### src/design/ttc_pkg.sv
/*
  TTC opcode and fill-type enums, decoded command struct,
  trigger record struct and its field widths
*/
package ttc_pkg;

  // record field widths
  localparam int TRIG_NUM_W = 24;
  localparam int TS_W       = 40;

  // opcode of one decoded broadcast byte
  typedef enum logic [2:0] {
    op_none        = 3'd0,
    op_fill_sync   = 3'd1,
    op_fill_async  = 3'd2,
    op_pulse_start = 3'd3,
    op_pulse_stop  = 3'd4,
    op_ts_reset    = 3'd5,
    op_unknown     = 3'd6
  } ttc_op_e;

  // run fill type, encoding as carried by channel B
  typedef enum logic [2:0] {
    fill_muon     = 3'd1,
    fill_laser    = 3'd2,
    fill_pedestal = 3'd3,
    fill_async    = 3'd7
  } fill_type_e;

  // registered decoder output
  // fill is only meaningful with op_fill_sync
  typedef struct packed {
    ttc_op_e    op;
    logic       evt_reset;
    fill_type_e fill;
  } ttc_cmd_t;

  // idle command between strobes
  localparam ttc_cmd_t CMD_IDLE = '{op: op_none, evt_reset: 1'b0, fill: fill_muon};

  // one stamped trigger
  typedef struct packed {
    logic [TRIG_NUM_W-1:0] trig_num;
    logic [TS_W-1:0]       timestamp;
    fill_type_e            fill;
  } trig_record_t;

endpackage

### src/design/trigger_stamper.sv
/*
  trigger-number and timestamp counters,
  trigger acceptance and record output
*/
`timescale 1ns/1ps

module trigger_stamper (
  input  logic                  clk,
  input  logic                  rst_n,
  input  ttc_pkg::ttc_cmd_t     cmd,
  input  logic                  trigger,
  input  ttc_pkg::fill_type_e   fill_type,
  input  logic                  accept_pulse_triggers,
  output ttc_pkg::trig_record_t trig_rec,
  output logic                  trig_rec_valid
);

  import ttc_pkg::*;

  logic [TS_W-1:0]       timestamp;
  logic [TRIG_NUM_W-1:0] trig_num;
  logic [TRIG_NUM_W-1:0] trig_num_base;
  logic [TRIG_NUM_W-1:0] trig_num_next;
  logic                  trig_accept;

  // async fills only take triggers while pulse storage is on
  assign trig_accept = trigger && ((fill_type != fill_async) || accept_pulse_triggers);

  // evt_reset on the same edge makes this trigger number 1
  assign trig_num_base = cmd.evt_reset ? '0 : trig_num;
  assign trig_num_next = trig_num_base + TRIG_NUM_W'(trig_accept);

  // free-running timestamp
  always_ff @(posedge clk or negedge rst_n) begin
    if (!rst_n) begin
      timestamp <= '0;
    end else if (cmd.op == op_ts_reset) begin
      timestamp <= '0;
    end else begin
      timestamp <= timestamp + 1'b1;
    end
  end

  // trigger number, cleared by event-count reset
  always_ff @(posedge clk or negedge rst_n) begin
    if (!rst_n) begin
      trig_num <= '0;
    end else begin
      trig_num <= trig_num_next;
    end
  end

  // valid is a single-cycle pulse, no back-pressure
  always_ff @(posedge clk or negedge rst_n) begin
    if (!rst_n) begin
      trig_rec_valid <= 1'b0;
    end else begin
      trig_rec_valid <= trig_accept;
    end
  end

  // record payload, only meaningful with valid
  always_ff @(posedge clk) begin
    if (trig_accept) begin
      trig_rec.trig_num  <= trig_num_next;
      // value held at the sampling edge
      trig_rec.timestamp <= timestamp;
      trig_rec.fill      <= fill_type;
    end
  end

endmodule

### src/design/ttc_brcst_decoder.sv
/*
  broadcast byte classifier with registered command output
*/
`timescale 1ns/1ps

module ttc_brcst_decoder (
  input  logic              clk,
  input  logic              rst_n,
  input  logic [7:0]        brcst,
  input  logic              brcst_str,
  output ttc_pkg::ttc_cmd_t cmd
);

  import ttc_pkg::*;

  // byte layout seen on the broadcast bus
  // xxxxxx1x  event-count reset, may ride along with any command
  // 1ff x0xxx fill type, ff != 00 is a sync fill, ff == 00 is async
  // 10sx1xxx  pulse storage, s = 0 starts and s = 1 stops
  // 001x1xxx  timestamp reset

  ttc_cmd_t cmd_next;

  always_comb begin
    cmd_next = CMD_IDLE;
    if (brcst_str) begin
      // evt_reset bit is independent of the opcode
      cmd_next.evt_reset = brcst[1];
      if (!brcst[3] && brcst[7] && (brcst[6:5] != 2'b00)) begin
        cmd_next.op   = op_fill_sync;
        cmd_next.fill = fill_type_e'({1'b0, brcst[6:5]});
      end else if ((brcst[7:5] == 3'b100) && !brcst[3]) begin
        cmd_next.op = op_fill_async;
      end else if ((brcst[7:6] == 2'b10) && brcst[3]) begin
        // bit 5 picks start or stop
        if (brcst[5]) begin
          cmd_next.op = op_pulse_stop;
        end else begin
          cmd_next.op = op_pulse_start;
        end
      end else if ((brcst[7:5] == 3'b001) && brcst[3]) begin
        cmd_next.op = op_ts_reset;
      end else if (brcst[1]) begin
        // pure event-count reset, nothing else encoded
        cmd_next.op = op_none;
      end else begin
        cmd_next.op = op_unknown;
      end
    end
  end

  // one cycle of latency from strobe to command
  always_ff @(posedge clk or negedge rst_n) begin
    if (!rst_n) begin
      cmd <= CMD_IDLE;
    end else begin
      cmd <= cmd_next;
    end
  end

endmodule

### src/design/ttc_chanb_receiver.sv
/*
  channel B state: fill type, pulse-storage enable,
  unknown-command counter and its error flag
*/
`timescale 1ns/1ps

module ttc_chanb_receiver #(
  parameter int CNT_WIDTH = 32
) (
  input  logic                  clk,
  input  logic                  rst_n,
  input  logic                  ttc_loopback,
  input  ttc_pkg::ttc_cmd_t     cmd,
  input  logic [CNT_WIDTH-1:0]  thres_unknown,
  output ttc_pkg::fill_type_e   fill_type,
  output logic                  accept_pulse_triggers,
  output logic [CNT_WIDTH-1:0]  unknown_count,
  output logic                  error_unknown
);

  import ttc_pkg::*;

  fill_type_e           fill_next;
  logic                 accept_next;
  logic [CNT_WIDTH-1:0] count_next;

  // hard error once soft errors pass the threshold
  assign error_unknown = (unknown_count > thres_unknown);

  always_comb begin
    // hold by default
    fill_next   = fill_type;
    accept_next = accept_pulse_triggers;
    count_next  = unknown_count;
    case (cmd.op)
      op_fill_sync: begin
        fill_next = cmd.fill;
      end
      op_fill_async: begin
        fill_next = fill_async;
      end
      op_pulse_start: begin
        accept_next = 1'b1;
      end
      op_pulse_stop: begin
        accept_next = 1'b0;
      end
      op_unknown: begin
        // counter wraps on overflow
        count_next = unknown_count + 1'b1;
      end
      default: begin
        // op_none and op_ts_reset leave the state alone
        fill_next = fill_type;
      end
    endcase
  end

  always_ff @(posedge clk or negedge rst_n) begin
    if (!rst_n) begin
      fill_type             <= fill_muon;
      accept_pulse_triggers <= 1'b0;
      unknown_count         <= '0;
    end else if (ttc_loopback) begin
      // optical loopback forces the reset values every cycle
      fill_type             <= fill_muon;
      accept_pulse_triggers <= 1'b0;
      unknown_count         <= '0;
    end else begin
      fill_type             <= fill_next;
      accept_pulse_triggers <= accept_next;
      unknown_count         <= count_next;
    end
  end

endmodule

### src/design/ttc_trigger_top.sv
/*
  trigger front end top level: decoder, channel B receiver, stamper
*/
`timescale 1ns/1ps

module ttc_trigger_top #(
  parameter int CNT_WIDTH = 32
) (
  input  logic                  clk,
  input  logic                  rst_n,
  input  logic [7:0]            brcst,
  input  logic                  brcst_str,
  input  logic                  ttc_loopback,
  input  logic                  trigger,
  input  logic [CNT_WIDTH-1:0]  thres_unknown,
  output ttc_pkg::fill_type_e   fill_type,
  output logic                  accept_pulse_triggers,
  output logic [CNT_WIDTH-1:0]  unknown_count,
  output logic                  error_unknown,
  output ttc_pkg::trig_record_t trig_rec,
  output logic                  trig_rec_valid
);

  import ttc_pkg::*;

  // decoded broadcast, shared by receiver and stamper
  ttc_cmd_t cmd;

  ttc_brcst_decoder decoder_i (
    .clk       (clk),
    .rst_n     (rst_n),
    .brcst     (brcst),
    .brcst_str (brcst_str),
    .cmd       (cmd)
  );

  ttc_chanb_receiver #(
    .CNT_WIDTH (CNT_WIDTH)
  ) receiver_i (
    .clk                   (clk),
    .rst_n                 (rst_n),
    .ttc_loopback          (ttc_loopback),
    .cmd                   (cmd),
    .thres_unknown         (thres_unknown),
    .fill_type             (fill_type),
    .accept_pulse_triggers (accept_pulse_triggers),
    .unknown_count         (unknown_count),
    .error_unknown         (error_unknown)
  );

  // stamper reads receiver state directly
  trigger_stamper stamper_i (
    .clk                   (clk),
    .rst_n                 (rst_n),
    .cmd                   (cmd),
    .trigger               (trigger),
    .fill_type             (fill_type),
    .accept_pulse_triggers (accept_pulse_triggers),
    .trig_rec              (trig_rec),
    .trig_rec_valid        (trig_rec_valid)
  );

endmodule

### config.mk
export PLATFORM = sky130hd
export DESIGN_NAME = ttc_trigger_top
export DESIGN_NICKNAME = d
export VERILOG_FILES = /design/src/design/ttc_pkg.sv /design/src/design/trigger_stamper.sv /design/src/design/ttc_brcst_decoder.sv /design/src/design/ttc_chanb_receiver.sv /design/src/design/ttc_trigger_top.sv
export SDC_FILE = /design/constraint.sdc
export NUM_CORES = 1
export LEC_CHECK = 0
export BUFFER_PORTS_ARGS = -buffer_cell sky130_fd_sc_hd__buf_2
export CAP_MARGIN = 20
export CELL_PAD_IN_SITES_DETAIL_PLACEMENT = 1
export CELL_PAD_IN_SITES_GLOBAL_PLACEMENT = 1
export CORE_ASPECT_RATIO = 0.5
export CORE_MARGIN = 2
export CORE_UTILIZATION = 35
export CTS_CLUSTER_SIZE = 28
export DETAILED_ROUTE_END_ITERATION = 10
export PLACE_DENSITY_LB_ADDON = 0.12
export SLEW_MARGIN = 20
export SYNTH_ARGS = -nofsm -noshare
export SYNTH_HDL_FRONTEND = slang
export SYNTH_SLANG_ARGS = --single-unit
### constraint.sdc
create_clock -name clk -period 6.4 [get_ports clk]
set_clock_uncertainty 0.1 [all_clocks]
set_input_delay 0 -clock clk [delete_from_list [all_inputs] [get_ports clk]]
set_output_delay 0 -clock clk [all_outputs]
set_load 0.05 [all_outputs]
==> impl_metrics.py, run 1 <==
metrics = {
    "sta": {
        "drv_slew": 0,
        "final.period_utilization_pct": 51.97,
        "setup-violations-final": 0,
        "hold_viol": 0,
        "tightest_slew_ps": 919.5,
        "maxSlewHeadroom_pct": 38.70,
        "fin_setup_tns_ps": 0,
        "period_minus_slack_ps": 3326,
        "rsz0062_at_grt": "false",
        "hold_ws_ps": 4.023,
        "fmax_mhz": 300.6,
    },
    "cells_and_area": {
        "area_growth_pct": 22.24,
        "final_layout_size_suffix_gt1_share_pct": 21.64,
        "final-instance-count-excl-fill": 1199,
        "final_area_um2": 9883,
        "nets": 960,
        "nFillCells": 2547,
        "antennaDiodeCount": 0,
        "regArea_um2": 4692,
        "multi_input_area_um2": 3179,
    },
    "power": {
        "p_per_area_nw_per_um2": 262.4,
        "p_leak_nw": 4.648,
        "ir_worst_vdd_v": 0.0001587,
    },
    "setup_path": {
        "worstPathMaxFanout": 69,
        "cp_data_required_time_ps": 6450,
        "rrSetupSlack_ps": 3070,
        "worstSetupPathType": "register to register",
        "crit_path_end_kind": "register",
        "worstPathArrival_ps": 3380,
        "critPathLaunchType": "register",
    },
    "synth": {
        "synth_cell_types": 51,
        "syn_area_um2": 8085,
        "yosys_warnings": 0,
        "synth_edf_count": 67,
        "synth_top_cell_by_area": "dfrtp_1",
        "synthArstFlopShare_pct": 61.49,
        "avgSynthCellArea_um2": 11.39,
        "synth_most_common_cell": "dfrtp_1",
        "yosysTopAreaCellShare_pct": 32.50,
        "synth_common_cells": "dfrtp_1, nor2_1, edfxtp_1",
        "postSynthCellCount": 710,
        "synth_nets": 791,
        "seq_area_frac_synth_pct": 58.03,
        "ys_ff_latch": 174,
        "synth_flop_cell": "dfrtp_1",
        "synth_area_leaders": "dfrtp_1, edfxtp_1, xor2_1",
    },
    "clock_network": {
        "htree_levels": 4,
        "clock-sinks": 174,
        "cts_setup_buffers": 0,
        "clk_pin_slew_ps": 70,
        "cts-root-buf": "clkbuf_16",
        "cts_tree": "yes",
        "cts.repair.resized": 0,
        "clockBufferDepth": 2,
        "cts_made_buffers": 17,
        "clk_latency_ps": 440,
        "holdBufCountCts": 14,
    },
    "die": {
        "rows": 39,
        "core-area_um2": 22740,
        "die_w_um": 218.9,
        "ios": 150,
        "initial_core_util_pct": 35.56,
        "design.die.area_um2": 24410,
        "die_h_um": 111.5,
    },
    "placement": {
        "port-buffer-count": 146,
        "gp_congestion": 0.7919,
        "hpwl_mm": 13.42,
        "place_area_um2": 9174,
        "place_inst": 1153,
    },
    "global_route": {
        "grt_first_pass_wirelength_mm": 32.28,
        "grt_use_total_pct": 16.97,
        "grt_antenna_before_repair": 0,
        "overflow": 0,
        "grt_pass1_vias": 6217,
        "grt_start_max_net_pins": 70,
    },
    "route": {
        "drtPass1Iterations": 4,
        "wirelength_mm": 19.76,
        "dr_total_vias": 5957,
        "ant_nets": 0,
        "drc": 0,
        "wire_per_inst_um": 16.48,
        "drt_iter0_drc": 375,
        "viasPerCell": 4.968,
    },
    "job": {
        "drv_cap": 0,
    },
    "hold_path": {
        "hold_path_class": "input pin to register",
    },
    "status": {
        "outcome": "finished clean",
    },
}
worst max-delay path: stages (launching register included):
cell and delay, ps:
dfrtp_1 420, nand4b_1 100, and2_2 140, buf_4 680, ha_1 320, ha_1 250, nand4_1 360, nor4_1 370
xnor2_1 170, nor2_1 70
layout by cell type (no fill, tap or decap), types with 13 or more instances in the layout:
cell | Yosys | final
buf_2 | 3 | 145
dfrtp_1 | 105 | 105
nor2_1 | 86 | 86
edfxtp_1 | 67 | 67
xor2_1 | 52 | 52
inv_1 | 43 | 43
nand2_1 | 39 | 39
nand4_1 | 37 | 37
ha_1 | 36 | 36
nand3_1 | 35 | 35
a21oi_1 | 28 | 28
xnor2_1 | 23 | 23
o21ai_0 | 19 | 19
clkbuf_16 | 0 | 17
and3_1 | 15 | 15
or3_1 | 14 | 14
dlygate4sd3_1 | 0 | 14
and4_1 | 13 | 13
state kept, by name, summed over array words and instances (netlist names):
| name | flops |
|---|---|
| decoder_i.cmd | 6 |
| receiver_i.accept_pulse_triggers | 1 |
| receiver_i.fill_type | 3 |
| receiver_i.unknown_count | 32 |
| stamper_i.timestamp | 40 |
| stamper_i.trig_num | 24 |
| stamper_i.trig_rec | 67 |
| stamper_i.trig_rec_valid | 1 |
final timing paths:
check                                               startpoint                                       end  cells past startpoint
setup / recovery           receiver_i.fill_type[1]$_DFFE_PN0P_          stamper_i.trig_rec[63]$_DFFE_PP_                      9
hold / removal                                    ttc_loopback  receiver_i.unknown_count[30]$_DFFE_PN0P_                      2
setup reg to reg           receiver_i.fill_type[1]$_DFFE_PN0P_          stamper_i.trig_rec[63]$_DFFE_PP_                      9
hold reg to reg              stamper_i.timestamp[17]$_DFF_PN0_          stamper_i.trig_rec[20]$_DFFE_PP_                      0
max in group asynchronous                                rst_n   receiver_i.unknown_count[9]$_DFFE_PN0P_                      4
min in group asynchronous                                rst_n  receiver_i.unknown_count[22]$_DFFE_PN0P_                      3
per-stage QoR:
step	total power [W]	utilization [%]	setup WS [ps]
6_report	0.002593	43.46	3074
5_1_grt	0.002698	43.46	2712
4_1_cts	0.002631	43.44	2981
3_5_place_dp	0.001598	40.34	3002
3_3_place_gp	0.001591	40.34	3051
2_1_floorplan	0.001499	-	2259
where the power goes:
| group | leakage [nW] | internal, W | switching (W) | total [W] |
|---|---|---|---|---|
| clock network | 0.275 | 0.000559 | 0.000457 | 0.00102 |
| registers | 2.17 | 0.00123 | 0.0000559 | 0.00129 |
| logic | 2.21 | 0.0000834 | 0.000209 | 0.000292 |
| total | 4.65 | 0.00187 | 0.000721 | 0.00259 |
area by class of cell:
type	count	area share [%]
timing repair buffer	164	9.140
sequential	174	47.47
clock buffer	20	4.621
tap	307	3.887
multi-input combinational	479	32.17
inverter	43	1.633
clock inverter	12	1.076
kinds of logic after synthesis:
group                    count (synthesis)  share of synthesized area (%)
multiplexers                             1                         0.1238
AO/OA/AOI/OAI                           70                          5.277
adder cells (fa/ha/maj)                 36                          5.571
XOR/XNOR                                75                          8.124
buffers and inverters                   57                          2.739
AND/OR/NAND/NOR                        297                          20.13
flip-flops                             174                          58.03
metal layers:
layer	GRT usage, %	vias up	share of wire [%]
li1	-	2857	-
met3	3.497	19	2.6
met5	0	-	0
met1	22.55	3006	48
met4	5.901	0	1.4
met2	27.68	75	48
No activity file was read; power rests on OpenSTA's default activity.
==> inputs of run 2 (changes only) <==
clock period = 2.7 ns   (was 6.4 ns; I/O delays follow)
==> run 2 against run 1 <==
First-iteration DRC count shrank 15%. Die area did not move. Total power increased by 140%. Register-to-register slack worse by 2700 ps. Worst hold slack improved by 13 ps. Sequential share of layout area shrank 1.2 points. Clock power grew 140%. Critical path type is now register to output port. Critical endpoint is now error_unknown. Largest cell class unchanged. Largest power group unchanged.
==> impl_metrics.py, run 2 (synthesis gave the netlist of run 1 again) <==
metrics = {
    "cells_and_area": {
        "antennaDiodeCount": 0,
        "area_growth_pct": 25.77,
        "final-instance-count-excl-fill": 1217,
        "top_regs": "stamper_i.trig_rec: 67 flops, stamper_i.timestamp: 40 flops, receiver_i.unknown_count: 32 flops",
        "nets": 978,
        "layout_commonest_cell": "buf_2",
        "final_area_um2": 10170,
        "nFillCells": 2555,
        "regMostFlops": "stamper_i.trig_rec",
        "layout_common_cells": "buf_2, dfrtp_1, nor2_1",
        "largest_register_ffs": 67,
        "final_layout_size_suffix_gt1_share_pct": 25.71,
    },
    "power": {
        "power_w": 0.006249,
        "pwr-share-comb_pct": 11.6,
        "p_sw_w": 0.001718,
        "switching_share_pct": 27.49,
        "p_per_area_nw_per_um2": 614.6,
        "p_leak_nw": 4.719,
        "ir_worst_vdd_v": 0.0003760,
        "cellInternalPower_w": 0.004532,
        "power_frac_seq_pct": 48.7,
        "clkPwrFrac_pct": 39.8,
    },
    "sta": {
        "final.period_utilization_pct": 96.96,
        "rsz0062_at_grt": "true",
        "setup-violations-final": 0,
        "hold_ws_ps": 16.58,
        "period_minus_slack_ps": 2618,
        "drv_slew": 0,
        "hold_viol": 0,
        "maxSlewHeadroom_pct": 39.07,
        "fmax_mhz": 382.0,
        "tightest_slew_ps": 913.9,
        "fin_setup_tns_ps": 0,
    },
    "route": {
        "drc": 0,
        "ant_nets": 0,
        "drt_iter0_drc": 320,
        "wire_per_inst_um": 16.29,
        "dr_total_vias": 6060,
        "wirelength_mm": 19.82,
        "viasPerCell": 4.979,
        "drtPass1Iterations": 4,
    },
    "clock_network": {
        "cts-root-buf": "clkbuf_16",
        "clk_pin_slew_ps": 70,
        "cts_tree": "yes",
        "htree_levels": 4,
        "clockBufferDepth": 2,
        "clk_latency_ps": 440,
        "cts_made_buffers": 17,
        "clock-sinks": 174,
    },
    "setup_path": {
        "worstPathCellList": "ha_4, nand4_1, nor4_4, a21boi_2, o31ai_1, a31oi_1, buf_4",
        "worstSetupPathType": "register to output port",
        "crit_path_end_kind": "output port",
        "critPathLaunchType": "register",
        "worstPathArrival_ps": 2520,
        "worstPathMaxFanout": 5,
        "worst_path_max_delay_cell": "dfrtp_2",
        "crit_family": "simple AND/OR/NAND/NOR gates",
        "worstPathBufferInverterCount": 1,
        "cp_data_required_time_ps": 2600,
        "max_stage_delay_ps": 450,
        "rrSetupSlack_ps": 340,
    },
    "die": {
        "core-area_um2": 22740,
        "rows": 39,
        "initial_core_util_pct": 35.56,
        "ios": 150,
        "design.die.area_um2": 24410,
        "die_w_um": 218.9,
        "die_h_um": 111.5,
    },
    "global_route": {
        "grt_antenna_before_repair": 0,
        "overflow": 0,
        "grt_start_max_net_pins": 69,
        "grt_first_pass_wirelength_mm": 32.70,
        "grt_use_total_pct": 17.14,
        "grt_pass1_vias": 6293,
    },
    "placement": {
        "place_inst": 1167,
        "gp_congestion": 0.7844,
        "hpwl_mm": 13.88,
        "port-buffer-count": 146,
        "place_area_um2": 9339,
    },
    "status": {
        "outcome": "finished clean",
    },
    "job": {
        "drv_cap": 0,
    },
    "hold_path": {
        "hold_path_class": "input pin to asynchronous set/reset pin",
    },
}
[run 2: power groups by stage]
stage	clock (W)	sequential (W)	combinational, W
detailed placement	0	0.00310	0.000710
CTS	0.00258	0.00305	0.000732
floorplan	0	0.00332	0.000241
finish	0.00249	0.00304	0.000724
global placement	0	0.00309	0.000703
global route	0.00268	0.00306	0.000788
[run 2: what timing repair did]
action | CTS | global route
gates cloned | 0 | 0
hold endpoints to repair | 76 | 0
setup endpoints to repair | 1 | 1
pin swaps | 1 | 6
gates resized for setup | 6 | 13
buffers inserted | 0 | 4
hold buffers | 14 | 0
[run 2: metal layers]
| metal | wire [um] | global-route usage (%) | share of wire [%] | up-vias |
|---|---|---|---|---|
| met5 | 0 | 0 | 0 | - |
| met2 | 9278 | 27.78 | 47 | 75 |
| met3 | 632 | 4.235 | 3.2 | 23 |
| li1 | - | - | - | 2891 |
| met4 | 297 | 5.135 | 1.5 | 0 |
| met1 | 9615 | 22.78 | 49 | 3071 |
[run 2: final timing paths]
path,start,end,depth (start not counted)
max,receiver_i.unknown_count[14]$_DFFE_PN0P_,error_unknown,7
min in group clk,ttc_loopback,receiver_i.fill_type[0]$_DFFE_PN1P_,4
min,rst_n,stamper_i.trig_num[6]$_DFF_PN0_,2
max in group asynchronous,rst_n,decoder_i.cmd[0]$_DFF_PN1_,3
max reg2reg,stamper_i.timestamp[0]$_DFF_PN0_,stamper_i.timestamp[38]$_DFF_PN0_,6
min reg2reg,stamper_i.timestamp[21]$_DFF_PN0_,stamper_i.trig_rec[24]$_DFFE_PP_,0
[run 2: through the flow]
| step | util, % | setup slack [ps] |
|---|---|---|
| finish | 44.72 | 82.09 |
| global route | 44.72 | -17.92 |
| CTS | 44.37 | 11.45 |
| detailed placement | 41.07 | 281.1 |
| global placement | 41.07 | 386.0 |
| floorplan | - | -5.823 |
[run 2: final cells by class]
class | instances | area (um2) | share of cell area (%)
flip-flops and latches | 174 | 4707 | 46.29
clock buffers | 20 | 446.7 | 4.393
inverters | 43 | 161.4 | 1.587
well taps | 307 | 384.1 | 3.778
multi-input cells | 479 | 3278 | 32.24
clock inverters | 12 | 137.6 | 1.354
repair buffers | 182 | 1054 | 10.36
